### src/include/rv32_defines.svh
//############################
// core-wide width, register count and reset vector
//############################

`ifndef RV32_DEFINES_SVH
`define RV32_DEFINES_SVH

`define XLEN      32    // one word, also the address width
`define REG_COUNT 32

// first fetch address after reset
`define RESET_PC  32'h0000_0000

`endif

### src/rtl/rv32Pkg.sv
//############################
// opcode, mux-select, alu and state enums
// instruction word union with its six formats
//############################

package rv32Pkg;

	// major opcodes of the supported subset
	typedef enum logic [6:0] {
		RType      = 7'b0110011,
		ITypeLogic = 7'b0010011,
		ITypeLoad  = 7'b0000011,
		ITypeJalr  = 7'b1100111,
		SType      = 7'b0100011,
		BType      = 7'b1100011,
		JType      = 7'b1101111,
		UTypeLui   = 7'b0110111,
		UTypeAuipc = 7'b0010111
	} opcode_t;

	typedef struct packed {
		logic [6:0] funct7;
		logic [4:0] rs2;
		logic [4:0] rs1;
		logic [2:0] funct3;
		logic [4:0] rd;
		opcode_t    opcode;
	} instrR_t;

	typedef struct packed {
		logic [11:0] imm;
		logic [4:0]  rs1;
		logic [2:0]  funct3;
		logic [4:0]  rd;
		opcode_t     opcode;
	} instrI_t;

	typedef struct packed {
		logic [6:0] immHi;
		logic [4:0] rs2;
		logic [4:0] rs1;
		logic [2:0] funct3;
		logic [4:0] immLo;
		opcode_t    opcode;
	} instrS_t;

	// branch offset is scattered, bit 0 implied zero
	typedef struct packed {
		logic       imm12;
		logic [5:0] imm10to5;
		logic [4:0] rs2;
		logic [4:0] rs1;
		logic [2:0] funct3;
		logic [3:0] imm4to1;
		logic       imm11;
		opcode_t    opcode;
	} instrB_t;

	typedef struct packed {
		logic [19:0] imm;    // upper 20 bits of the result
		logic [4:0]  rd;
		opcode_t     opcode;
	} instrU_t;

	typedef struct packed {
		logic       imm20;
		logic [9:0] imm10to1;
		logic       imm11;
		logic [7:0] imm19to12;
		logic [4:0] rd;
		opcode_t    opcode;
	} instrJ_t;

	typedef union packed {
		instrR_t instrR;
		instrI_t instrI;
		instrS_t instrS;
		instrB_t instrB;
		instrU_t instrU;
		instrJ_t instrJ;
	} instrWord_u;

	typedef enum logic {AdrPc, AdrResult} adrSrc_t;
	typedef enum logic [1:0] {PcIncrement, PcJump, PcAluOut} pcSrc_t;
	typedef enum logic [1:0] {SrcARd1, SrcAOldPc, SrcAZero} aluSrcA_t;
	typedef enum logic [1:0] {SrcBRd2, SrcBImm, SrcBFour} aluSrcB_t;
	typedef enum logic {ResultAluOut, ResultData} resultSrc_t;
	typedef enum logic [1:0] {AluOpAdd, AluOpSub, AluOpRFunct, AluOpIFunct} aluOp_t;

	typedef enum logic [2:0] {
		AluAdd, AluSub, AluAnd, AluOr, AluXor, AluSlt, AluSll, AluSrl
	} aluCtrl_t;

	typedef enum logic [3:0] {
		Fetch, Decode, ExecuteR, ExecuteI, UncondJump, JalrCalc, JalrStep2, Lui,
		Auipc, MemAdr, MemRead, MemWrite, MemWb, AluWb, BranchIfEq
	} fsmState_t;

endpackage

### src/rtl/ControlFsm.sv
//############################
// moore control fsm of the multicycle core
//############################

`timescale 1ns/1ps

module ControlFsm import rv32Pkg::*; (
	input logic clk,
	input logic reset,
	input instrWord_u instr,
	input logic zero,
	output adrSrc_t adrSrc,
	output logic irWrite,
	output logic regWrite,
	output logic pcWrite,
	output logic memWe,
	output pcSrc_t pcSrc,
	output aluSrcA_t aluSrcA,
	output aluSrcB_t aluSrcB,
	output aluOp_t aluOp,
	output resultSrc_t resultSrc
);

	fsmState_t state;
	fsmState_t nextState;
	opcode_t opcode;

	assign opcode = instr.instrR.opcode;    // same bits in every format

	always_ff @(posedge clk) begin
		if (reset)
			state <= Fetch;
		else
			state <= nextState;
	end

	always_comb begin
		nextState = Fetch;
		case (state)
			Fetch: nextState = Decode;
			Decode: begin
				case (opcode)
					RType:            nextState = ExecuteR;
					ITypeLogic:       nextState = ExecuteI;
					ITypeLoad, SType: nextState = MemAdr;
					BType:            nextState = BranchIfEq;
					JType:            nextState = UncondJump;
					UTypeLui:         nextState = Lui;
					UTypeAuipc:       nextState = Auipc;
					ITypeJalr:        nextState = JalrCalc;
					default:          nextState = Decode;    // unknown opcode hangs here
				endcase
			end
			ExecuteR, ExecuteI, UncondJump, Lui, Auipc, JalrStep2: nextState = AluWb;
			JalrCalc: nextState = JalrStep2;
			MemAdr: nextState = (opcode == ITypeLoad) ? MemRead : MemWrite;
			MemRead: nextState = MemWb;
			MemWrite, MemWb, AluWb, BranchIfEq: nextState = Fetch;
			default: nextState = Fetch;
		endcase
	end

	// outputs depend on state only, apart from pcWrite in BranchIfEq
	always_comb begin
		adrSrc = AdrPc;
		irWrite = 1'b0;
		regWrite = 1'b0;
		pcWrite = 1'b0;
		memWe = 1'b0;
		pcSrc = PcIncrement;
		aluSrcA = SrcARd1;
		aluSrcB = SrcBRd2;
		aluOp = AluOpAdd;
		resultSrc = ResultAluOut;

		case (state)
			Fetch: begin
				irWrite = 1'b1;    // latch instr and old pc
				pcWrite = 1'b1;    // pc + 4
			end
			Decode: begin
				// old pc + imm lands in aluOut as branch/jal target
				aluSrcA = SrcAOldPc;
				aluSrcB = SrcBImm;
			end
			ExecuteR: begin
				aluOp = AluOpRFunct;
			end
			ExecuteI: begin
				aluSrcB = SrcBImm;
				aluOp = AluOpIFunct;
			end
			UncondJump: begin
				aluSrcA = SrcAOldPc;    // link value
				aluSrcB = SrcBFour;
				pcSrc = PcJump;
				pcWrite = 1'b1;
			end
			JalrCalc: begin
				aluSrcB = SrcBImm;    // rs1 + imm
			end
			JalrStep2: begin
				aluSrcA = SrcAOldPc;
				aluSrcB = SrcBFour;
				pcSrc = PcAluOut;    // target still in aluOut this cycle
				pcWrite = 1'b1;
			end
			Lui: begin
				aluSrcA = SrcAZero;
				aluSrcB = SrcBImm;
			end
			Auipc: begin
				aluSrcA = SrcAOldPc;
				aluSrcB = SrcBImm;
			end
			MemAdr: begin
				aluSrcB = SrcBImm;
			end
			MemRead: begin
				adrSrc = AdrResult;
			end
			MemWrite: begin
				adrSrc = AdrResult;
				memWe = 1'b1;
			end
			MemWb: begin
				resultSrc = ResultData;
				regWrite = 1'b1;
			end
			AluWb: begin
				regWrite = 1'b1;
			end
			BranchIfEq: begin
				aluOp = AluOpSub;
				pcSrc = PcJump;
				pcWrite = zero;    // taken only when rs1 == rs2
			end
		endcase
	end

endmodule

### src/rtl/AluDecoder.sv
//############################
// alu control from op class and funct fields
//############################

`timescale 1ns/1ps

module AluDecoder import rv32Pkg::*; (
	input aluOp_t aluOp,
	input instrWord_u instr,
	output aluCtrl_t aluCtrl
);

	logic [2:0] funct3;
	logic subBit;

	assign funct3 = instr.instrR.funct3;
	assign subBit = instr.instrR.funct7[5];

	always_comb begin
		case (aluOp)
			AluOpAdd: aluCtrl = AluAdd;
			AluOpSub: aluCtrl = AluSub;
			default: begin
				// register and immediate class share the funct3 map
				case (funct3)
					3'b000: begin
						// funct7 picks sub for r-type only, immediates always add
						if (aluOp == AluOpRFunct && subBit)
							aluCtrl = AluSub;
						else
							aluCtrl = AluAdd;
					end
					3'b001: aluCtrl = AluSll;
					3'b010: aluCtrl = AluSlt;
					3'b100: aluCtrl = AluXor;
					3'b101: aluCtrl = AluSrl;    // no sra/srai
					3'b110: aluCtrl = AluOr;
					3'b111: aluCtrl = AluAnd;
					default: aluCtrl = AluAdd;
				endcase
			end
		endcase
	end

endmodule

### src/rtl/Alu.sv
//############################
// 32-bit alu with zero flag
//############################

`timescale 1ns/1ps
`include "rv32_defines.svh"

module Alu import rv32Pkg::*; (
	input logic [`XLEN-1:0] a,
	input logic [`XLEN-1:0] b,
	input aluCtrl_t aluCtrl,
	output logic [`XLEN-1:0] result,
	output logic zero
);

	localparam int ShiftBits = $clog2(`XLEN);

	logic [ShiftBits-1:0] shamt;
	logic lessThan;

	assign shamt = b[ShiftBits-1:0];
	assign lessThan = $signed(a) < $signed(b);    // slt is signed

	always_comb begin
		case (aluCtrl)
			AluAdd: result = a + b;
			AluSub: result = a - b;
			AluAnd: result = a & b;
			AluOr:  result = a | b;
			AluXor: result = a ^ b;
			AluSlt: result = {{(`XLEN-1){1'b0}}, lessThan};
			AluSll: result = a << shamt;
			AluSrl: result = a >> shamt;
			default: result = a + b;
		endcase
	end

	// beq compares through sub
	assign zero = (result == '0);

endmodule

### src/rtl/RegFile.sv
//############################
// 32x32 register file, x0 reads zero
//############################

`timescale 1ns/1ps
`include "rv32_defines.svh"

module RegFile (
	input logic clk,
	input logic [4:0] rs1,
	input logic [4:0] rs2,
	input logic [4:0] rd,
	input logic [`XLEN-1:0] wd,
	input logic regWrite,
	output logic [`XLEN-1:0] rd1,
	output logic [`XLEN-1:0] rd2
);

	logic [`XLEN-1:0] regs [`REG_COUNT];

	always_ff @(posedge clk) begin
		if (regWrite && rd != 5'd0)    // writes to x0 dropped
			regs[rd] <= wd;
	end

	assign rd1 = (rs1 == 5'd0) ? '0 : regs[rs1];
	assign rd2 = (rs2 == 5'd0) ? '0 : regs[rs2];

endmodule

### src/rtl/ImmExtend.sv
//############################
// immediate builder for i, s, b, u and j
//############################

`timescale 1ns/1ps
`include "rv32_defines.svh"

module ImmExtend import rv32Pkg::*; (
	input instrWord_u instr,
	output logic [`XLEN-1:0] immExt
);

	always_comb begin
		case (instr.instrI.opcode)
			ITypeLogic, ITypeLoad, ITypeJalr:
				immExt = {{(`XLEN-12){instr.instrI.imm[11]}}, instr.instrI.imm};
			SType:
				immExt = {{(`XLEN-12){instr.instrS.immHi[6]}}, instr.instrS.immHi,
					instr.instrS.immLo};
			BType:
				immExt = {{(`XLEN-12){instr.instrB.imm12}}, instr.instrB.imm11,
					instr.instrB.imm10to5, instr.instrB.imm4to1, 1'b0};
			JType:
				immExt = {{(`XLEN-20){instr.instrJ.imm20}}, instr.instrJ.imm19to12,
					instr.instrJ.imm11, instr.instrJ.imm10to1, 1'b0};
			// lui/auipc put the 20 bits on top
			UTypeLui, UTypeAuipc:
				immExt = {instr.instrU.imm, 12'b0};
			default:
				immExt = '0;    // r-type has no immediate
		endcase
	end

endmodule

### src/rtl/MulticycleCore.sv
//############################
// multicycle rv32i core, datapath registers and muxes
//############################

`timescale 1ns/1ps
`include "rv32_defines.svh"

module MulticycleCore import rv32Pkg::*; (
	input logic clk,
	input logic reset,
	output logic [`XLEN-1:0] memAddr,
	output logic [`XLEN-1:0] memWdata,
	output logic memWe,
	input logic [`XLEN-1:0] memRdata
);

	logic [`XLEN-1:0] pc;
	logic [`XLEN-1:0] oldPc;
	logic [`XLEN-1:0] pcNext;
	instrWord_u instr;
	logic [`XLEN-1:0] aReg;
	logic [`XLEN-1:0] bReg;
	logic [`XLEN-1:0] aluOut;
	logic [`XLEN-1:0] dataReg;
	logic [`XLEN-1:0] rd1;
	logic [`XLEN-1:0] rd2;
	logic [`XLEN-1:0] immExt;
	logic [`XLEN-1:0] srcA;
	logic [`XLEN-1:0] srcB;
	logic [`XLEN-1:0] aluResult;
	logic [`XLEN-1:0] result;
	logic zero;

	adrSrc_t adrSrc;
	logic irWrite;
	logic regWrite;
	logic pcWrite;
	pcSrc_t pcSrc;
	aluSrcA_t aluSrcA;
	aluSrcB_t aluSrcB;
	aluOp_t aluOp;
	resultSrc_t resultSrc;
	aluCtrl_t aluCtrl;

	always_ff @(posedge clk) begin
		if (reset)
			pc <= `RESET_PC;
		else if (pcWrite)
			pc <= pcNext;
	end

	// instr and the pc it came from move together
	always_ff @(posedge clk) begin
		if (irWrite) begin
			oldPc <= pc;
			instr <= memRdata;
		end
	end

	always_ff @(posedge clk) begin
		aReg <= rd1;
		bReg <= rd2;
		aluOut <= aluResult;
		dataReg <= memRdata;    // load data, used in MemWb
	end

	always_comb begin
		case (pcSrc)
			PcJump:   pcNext = aluOut;
			PcAluOut: pcNext = {aluOut[`XLEN-1:1], 1'b0};    // jalr clears bit 0
			default:  pcNext = pc + `XLEN'd4;
		endcase
	end

	always_comb begin
		case (aluSrcA)
			SrcAOldPc: srcA = oldPc;
			SrcAZero:  srcA = '0;
			default:   srcA = aReg;
		endcase
	end

	always_comb begin
		case (aluSrcB)
			SrcBImm:  srcB = immExt;
			SrcBFour: srcB = `XLEN'd4;
			default:  srcB = bReg;
		endcase
	end

	assign result = (resultSrc == ResultData) ? dataReg : aluOut;
	assign memAddr = (adrSrc == AdrResult) ? result : pc;
	assign memWdata = bReg;

	ControlFsm fsm (
		.clk(clk), .reset(reset), .instr(instr), .zero(zero),
		.adrSrc(adrSrc), .irWrite(irWrite), .regWrite(regWrite),
		.pcWrite(pcWrite), .memWe(memWe), .pcSrc(pcSrc),
		.aluSrcA(aluSrcA), .aluSrcB(aluSrcB), .aluOp(aluOp),
		.resultSrc(resultSrc)
	);

	AluDecoder aluDec (.aluOp(aluOp), .instr(instr), .aluCtrl(aluCtrl));

	Alu alu (.a(srcA), .b(srcB), .aluCtrl(aluCtrl), .result(aluResult), .zero(zero));

	RegFile regFile (
		.clk(clk), .rs1(instr.instrR.rs1), .rs2(instr.instrR.rs2),
		.rd(instr.instrR.rd), .wd(result), .regWrite(regWrite),
		.rd1(rd1), .rd2(rd2)
	);

	ImmExtend immGen (.instr(instr), .immExt(immExt));

endmodule

### config.mk
export PLATFORM = sky130hd
export DESIGN_NAME = MulticycleCore
export DESIGN_NICKNAME = d
export VERILOG_FILES = /design/src/rtl/rv32Pkg.sv /design/src/rtl/ControlFsm.sv /design/src/rtl/AluDecoder.sv /design/src/rtl/Alu.sv /design/src/rtl/RegFile.sv /design/src/rtl/ImmExtend.sv /design/src/rtl/MulticycleCore.sv
export VERILOG_INCLUDE_DIRS = /design/src /design/src/include
export SDC_FILE = /design/constraint.sdc
export NUM_CORES = 2
export LEC_CHECK = 0
export ABC_CLOCK_PERIOD_IN_PS = 15600
export BUFFER_PORTS_ARGS = -buffer_cell sky130_fd_sc_hd__clkbuf_2
export CORE_ASPECT_RATIO = 1.2
export CORE_UTILIZATION = 65
export DETAILED_ROUTE_END_ITERATION = 16
export GPL_TIMING_DRIVEN = 0
export PLACE_DENSITY_LB_ADDON = 0.12
export SYNTH_ARGS = -nofsm -noshare
export SYNTH_HDL_FRONTEND = slang
export SYNTH_SLANG_ARGS = --single-unit
### constraint.sdc
create_clock -name clk -period 15.6 [get_ports clk]
set_input_delay 3.12 -clock clk [delete_from_list [all_inputs] [get_ports clk]]
set_output_delay 3.12 -clock clk [all_outputs]
set_load 0.01 [all_outputs]
==> impl_metrics.tcl, run 1 <==
set metrics [dict create \
    outcome "did not finish" \
    failing_step "5_1_grt" \
    error "[ERROR GRT-0116] Global routing finished with congestion. Check the congestion regions in the DRC Viewer." \
    ctsRootBufferMaster "clkbuf_16" \
    htree_num_levels 3 \
    place_area_sq_um 67660 \
    ys_async_sr_fraction 0 \
    grt_pass1_vias 65396 \
    synth_edf_count 1088 \
    synth_top_family_by_area "multiplexers" \
    synth-compound-area-share 0.07339 \
    initial_utilization 0.6602 \
    die_x_microns 288.9 \
    postCtsSetupRepairBufs 0 \
    synth_cell_type_count 97 \
    place_congestion 1.102 \
    ys_seq_area_frac 0.5599 \
    ys_warn_count 0 \
    portBuffers 98 \
    synth_top_cell_by_area "edfxtp_1" \
    synth-xor-area-share 0.004364 \
    ioPinCount 99 \
    synth_area_sq_um 64220 \
    cts_sinks 1252 \
    synth_simple_gate_area_share 0.05251 \
    num_rows 125 \
    die_y_microns 346.3 \
    grt_max_degree 33 \
    yosys-top-cells-area "edfxtp_1 (51%), mux4_2 (22%), dfxtp_1 (5.1%), mux2i_1 (2.5%), ha_1 (2.0%)" \
    ctsHoldBuffers 0 \
    dpl.hpwl_microns 236400 \
    synth.area.mux_share 0.2633 \
    netlist_instances 4089 \
    grt_first_pass_wirelength_microns 598700 \
    post_cts_resized 0 \
    synth_fa_ha_area_frac 0.02069 \
    grt_usage 0.8713 \
    numCtsBuffers 110 \
    ys_seq_elements 1252 \
    yosysTopAreaCellShare 0.5087 \
    synthFlopType "edfxtp_1" \
    clock_path_buffers 3 \
    syn_avg_cell_area_sq_um 15.71 \
    grt-ovfl-total 678 \
]
-- stage by stage --
step                      setup WS, ns  cells
after floorplan                  7.343   4120
after global placement           1.648   5488
after CTS                        2.802   5752
after detailed placement         3.416   5543
-- Yosys cell counts, types with 29 or more instances --
master and number:
edfxtp_1 1088, buf_1 74, a22o_1 41, nor3_1 47, a221oi_1 38, nor2_1 276, mux4_2 641, o21ai_0 95
mux2i_1 161, dfxtp_1 164, mux2_2 72, nand3_1 49, a21oi_1 131, ha_1 103, a21o_1 31, nand2_1 175
xnor2_1 29, inv_1 120, o22ai_1 61, a211oi_1 67, clkbuf_1 195
-- layer usage --
metal  GRT overflow  GRT usage
met3             77     0.8111
met4            250     0.8322
met1             56     0.8776
met5              6     0.6108
met2            289     0.9532
-- cells by family after synthesis --
| group | Yosys count |
|---|---|
| multiplexers | 878 |
| flip-flops | 1252 |
| buffers and inverters | 427 |
| AND/OR/NAND/NOR | 720 |
| XOR/XNOR | 32 |
| adder cells (fa/ha/maj) | 105 |
| AO/OA/AOI/OAI | 674 |
| other | 1 |
==> inputs of run 2 (changes only) <==
--- a/config.mk
+++ b/config.mk
@@ -8,11 +8,10 @@
 export LEC_CHECK = 0
 export ABC_CLOCK_PERIOD_IN_PS = 15600
 export BUFFER_PORTS_ARGS = -buffer_cell sky130_fd_sc_hd__clkbuf_2
-export CORE_ASPECT_RATIO = 1.2
-export CORE_UTILIZATION = 65
+export CORE_UTILIZATION = 40
 export DETAILED_ROUTE_END_ITERATION = 16
 export GPL_TIMING_DRIVEN = 0
-export PLACE_DENSITY_LB_ADDON = 0.12
+export PLACE_DENSITY_LB_ADDON = 0.15
 export SYNTH_ARGS = -nofsm -noshare
 export SYNTH_HDL_FRONTEND = slang
 export SYNTH_SLANG_ARGS = --single-unit
==> impl_metrics.tcl, run 2 <==
set metrics [dict create \
    outcome "finished with violations" \
    violations "max-capacitance violations, max-slew violations" \
    ys_seq_area_frac 0.5599 \
    cpLargestDelayFamily "compound AO/OA/AOI/OAI gates" \
    maxSlewHeadroom -0.01025 \
    die_x_microns 402.7 \
    synth_edf_count 1088 \
    setup_violations 0 \
    worst_ep_arrival_time_ns 12.69 \
    reg2reg_slack_ns 3.52 \
    area_growth_pct 13.44 \
    top_register "regFile.regs" \
    worst_path_most_repeated_cell "clkbuf_1" \
    initial_utilization 0.4041 \
    p_per_area_nw_per_um2 240.2 \
    post_cts_resized 0 \
    synth_area_sq_um 64220 \
    ys_async_sr_fraction 0 \
    grt-ovfl-total 0 \
    dpl.hpwl_microns 215100 \
    critPathMaxFanout 10 \
    cts_sinks 1252 \
    drv_slew 11 \
    p_total_uw 17500 \
    seqCellArea_sq_um 35950 \
    path_class "register to register" \
    grt_pass1_vias 42679 \
    nNetsFinal 4552 \
    max-vdd-ir-drop_mv 0.1447 \
    synth_top_cell_by_area "edfxtp_1" \
    rsz0062_at_grt "false" \
    antenna_found_initial 7 \
    ys_warn_count 0 \
    ioPinCount 99 \
    final_cell_mix "edfxtp_1 (1088), mux4_2 (641), nor2_1 (244)" \
    die_y_microns 402.7 \
    fin_cells 6591 \
    core_area_sq_um 158900 \
    clock_path_buffers 3 \
    synth_cell_type_count 97 \
    p_leak_uw 0.02409 \
    synthFlopType "edfxtp_1" \
    place_congestion 1.008 \
    cp-start-kind "register" \
    portBuffers 98 \
    grt_usage 0.3445 \
    clock_latency_ns 0.79 \
    fin_crit_sh 0.7744 \
    synth_commonest_cells "edfxtp_1 (1088), mux4_2 (641), nor2_1 (276)" \
    setup_slack_ns 3.519 \
    fill_cells 13983 \
    final_common_cell "edfxtp_1" \
    utilization 0.4584 \
    remaining_drc_errors 0 \
    first_pass_iters 7 \
    postCtsSetupRepairBufs 0 \
    cts_tree "done" \
    hp-class "register to register" \
    grt_max_degree 33 \
    vias 43299 \
    ctsHoldBuffers 0 \
    ctsRootBufferMaster "clkbuf_16" \
    drt-initial-drc-count 5251 \
    multi_input_area_sq_um 27010 \
    critical_path.max_stage_delay_ns 1.07 \
    path_clk_slew_ns 0.07 \
    fmax_ghz 0.08278 \
    largest_reg_flops 1024 \
    numCtsBuffers 133 \
    hold_ws_ns 0.4670 \
    htree_num_levels 4 \
    final.min_clock_period_ns 12.08 \
    finalHoldViolCount 0 \
    synthMostInstantiatedCell "edfxtp_1" \
    grt_first_pass_wirelength_microns 374900 \
    cp-end-kind "register" \
    netlist_instances 4089 \
    post-place-ws_ns 3.937 \
    worst_pin_slew_ns 1.515 \
    required_ns 16.21 \
    worst-path-buf-inv 8 \
    post_drt_via_cell_ratio 6.569 \
    yosys-top-cells-area "edfxtp_1 (51%), mux4_2 (22%), dfxtp_1 (5.1%), mux2i_1 (2.5%), ha_1 (2.0%)" \
    cap_violations 2 \
    drive_gt1_frac 0.2657 \
    die_area_sq_um 162200 \
    ys_seq_elements 1252 \
    wl_per_cell_microns 42.49 \
    syn_avg_cell_area_sq_um 15.71 \
    cpMaxStageDelayCell "o221ai_1" \
    ant_nets 0 \
    routed_wl_microns 280100 \
    skew_ns 0.03153 \
    num_rows 146 \
    dp_cells 6349 \
    yosysTopAreaCellShare 0.5087 \
]
run 2: cell counts after synthesis:
No cell type changed its count.
run 2: final timing paths:
kind / start / end / cells after the start
max reg2reg: fsm.state[1]$_SDFF_PP0_ / pc[7]$_SDFFE_PP0P_ / 28
max: fsm.state[1]$_SDFF_PP0_ / pc[7]$_SDFFE_PP0P_ / 28
min reg2reg: pc[0]$_SDFFE_PP0P_ / oldPc[0]$_DFFE_PP_ / 0
min: pc[0]$_SDFFE_PP0P_ / oldPc[0]$_DFFE_PP_ / 0
run 2: cell families after synthesis:
kind of cell | synth area share
buffers and inverters | 0.02585
flip-flops | 0.5599
AND/OR/NAND/NOR | 0.05251
other | 0.00005839
multiplexers | 0.2633
AO/OA/AOI/OAI | 0.07339
XOR/XNOR | 0.004364
adder cells (fa/ha/maj) | 0.02069
run 2: area by class of cell:
class,count,share of cell area
antenna,6,0.0002061
buffer,303,0.01681
clock buffer,172,0.04956
clock inverter,63,0.006818
inverter,124,0.006389
multi-input combinational,2441,0.3708
sequential,1252,0.4935
tap,2072,0.03558
timing repair buffer,158,0.02032
run 2: per-layer routing:
metal / up-vias / global-route usage / part of all wire
met2: 2210 / 0.5913 / 0.50
met5: - / 0 / 0.000050
met4: 2 / 0.1991 / 0.067
met1: 23089 / 0.4096 / 0.36
li1: 17422 / - / -
met3: 576 / 0.05686 / 0.068
run 2: power by group:
part           switching (uW)  internal (uW)  leakage [uW]
sequential                311           4380        0.0113
clock                    1360           1720       0.00202
combinational            6690           3050        0.0108
total                    8350           9150        0.0241
run 2: worst register-to-register path, delay by kind of cell (launching register included):
family	cells	cell delay, ns
adder cells (fa/ha/maj)	2	0.70
AO/OA/AOI/OAI	13	4.83
flip-flops	1	0.31
buffers and inverters	8	4.48
AND/OR/NAND/NOR	5	1.57
run 2: per-stage QoR:
step	area (sq um)	TNS [ns]
6_report	72850	0
5_1_grt	72840	0
4_1_cts	72800	0
3_5_place_dp	68690	0
3_3_place_gp	67420	-11.91
2_1_floorplan	64340	0
Power figures use the tool's default switching activity.
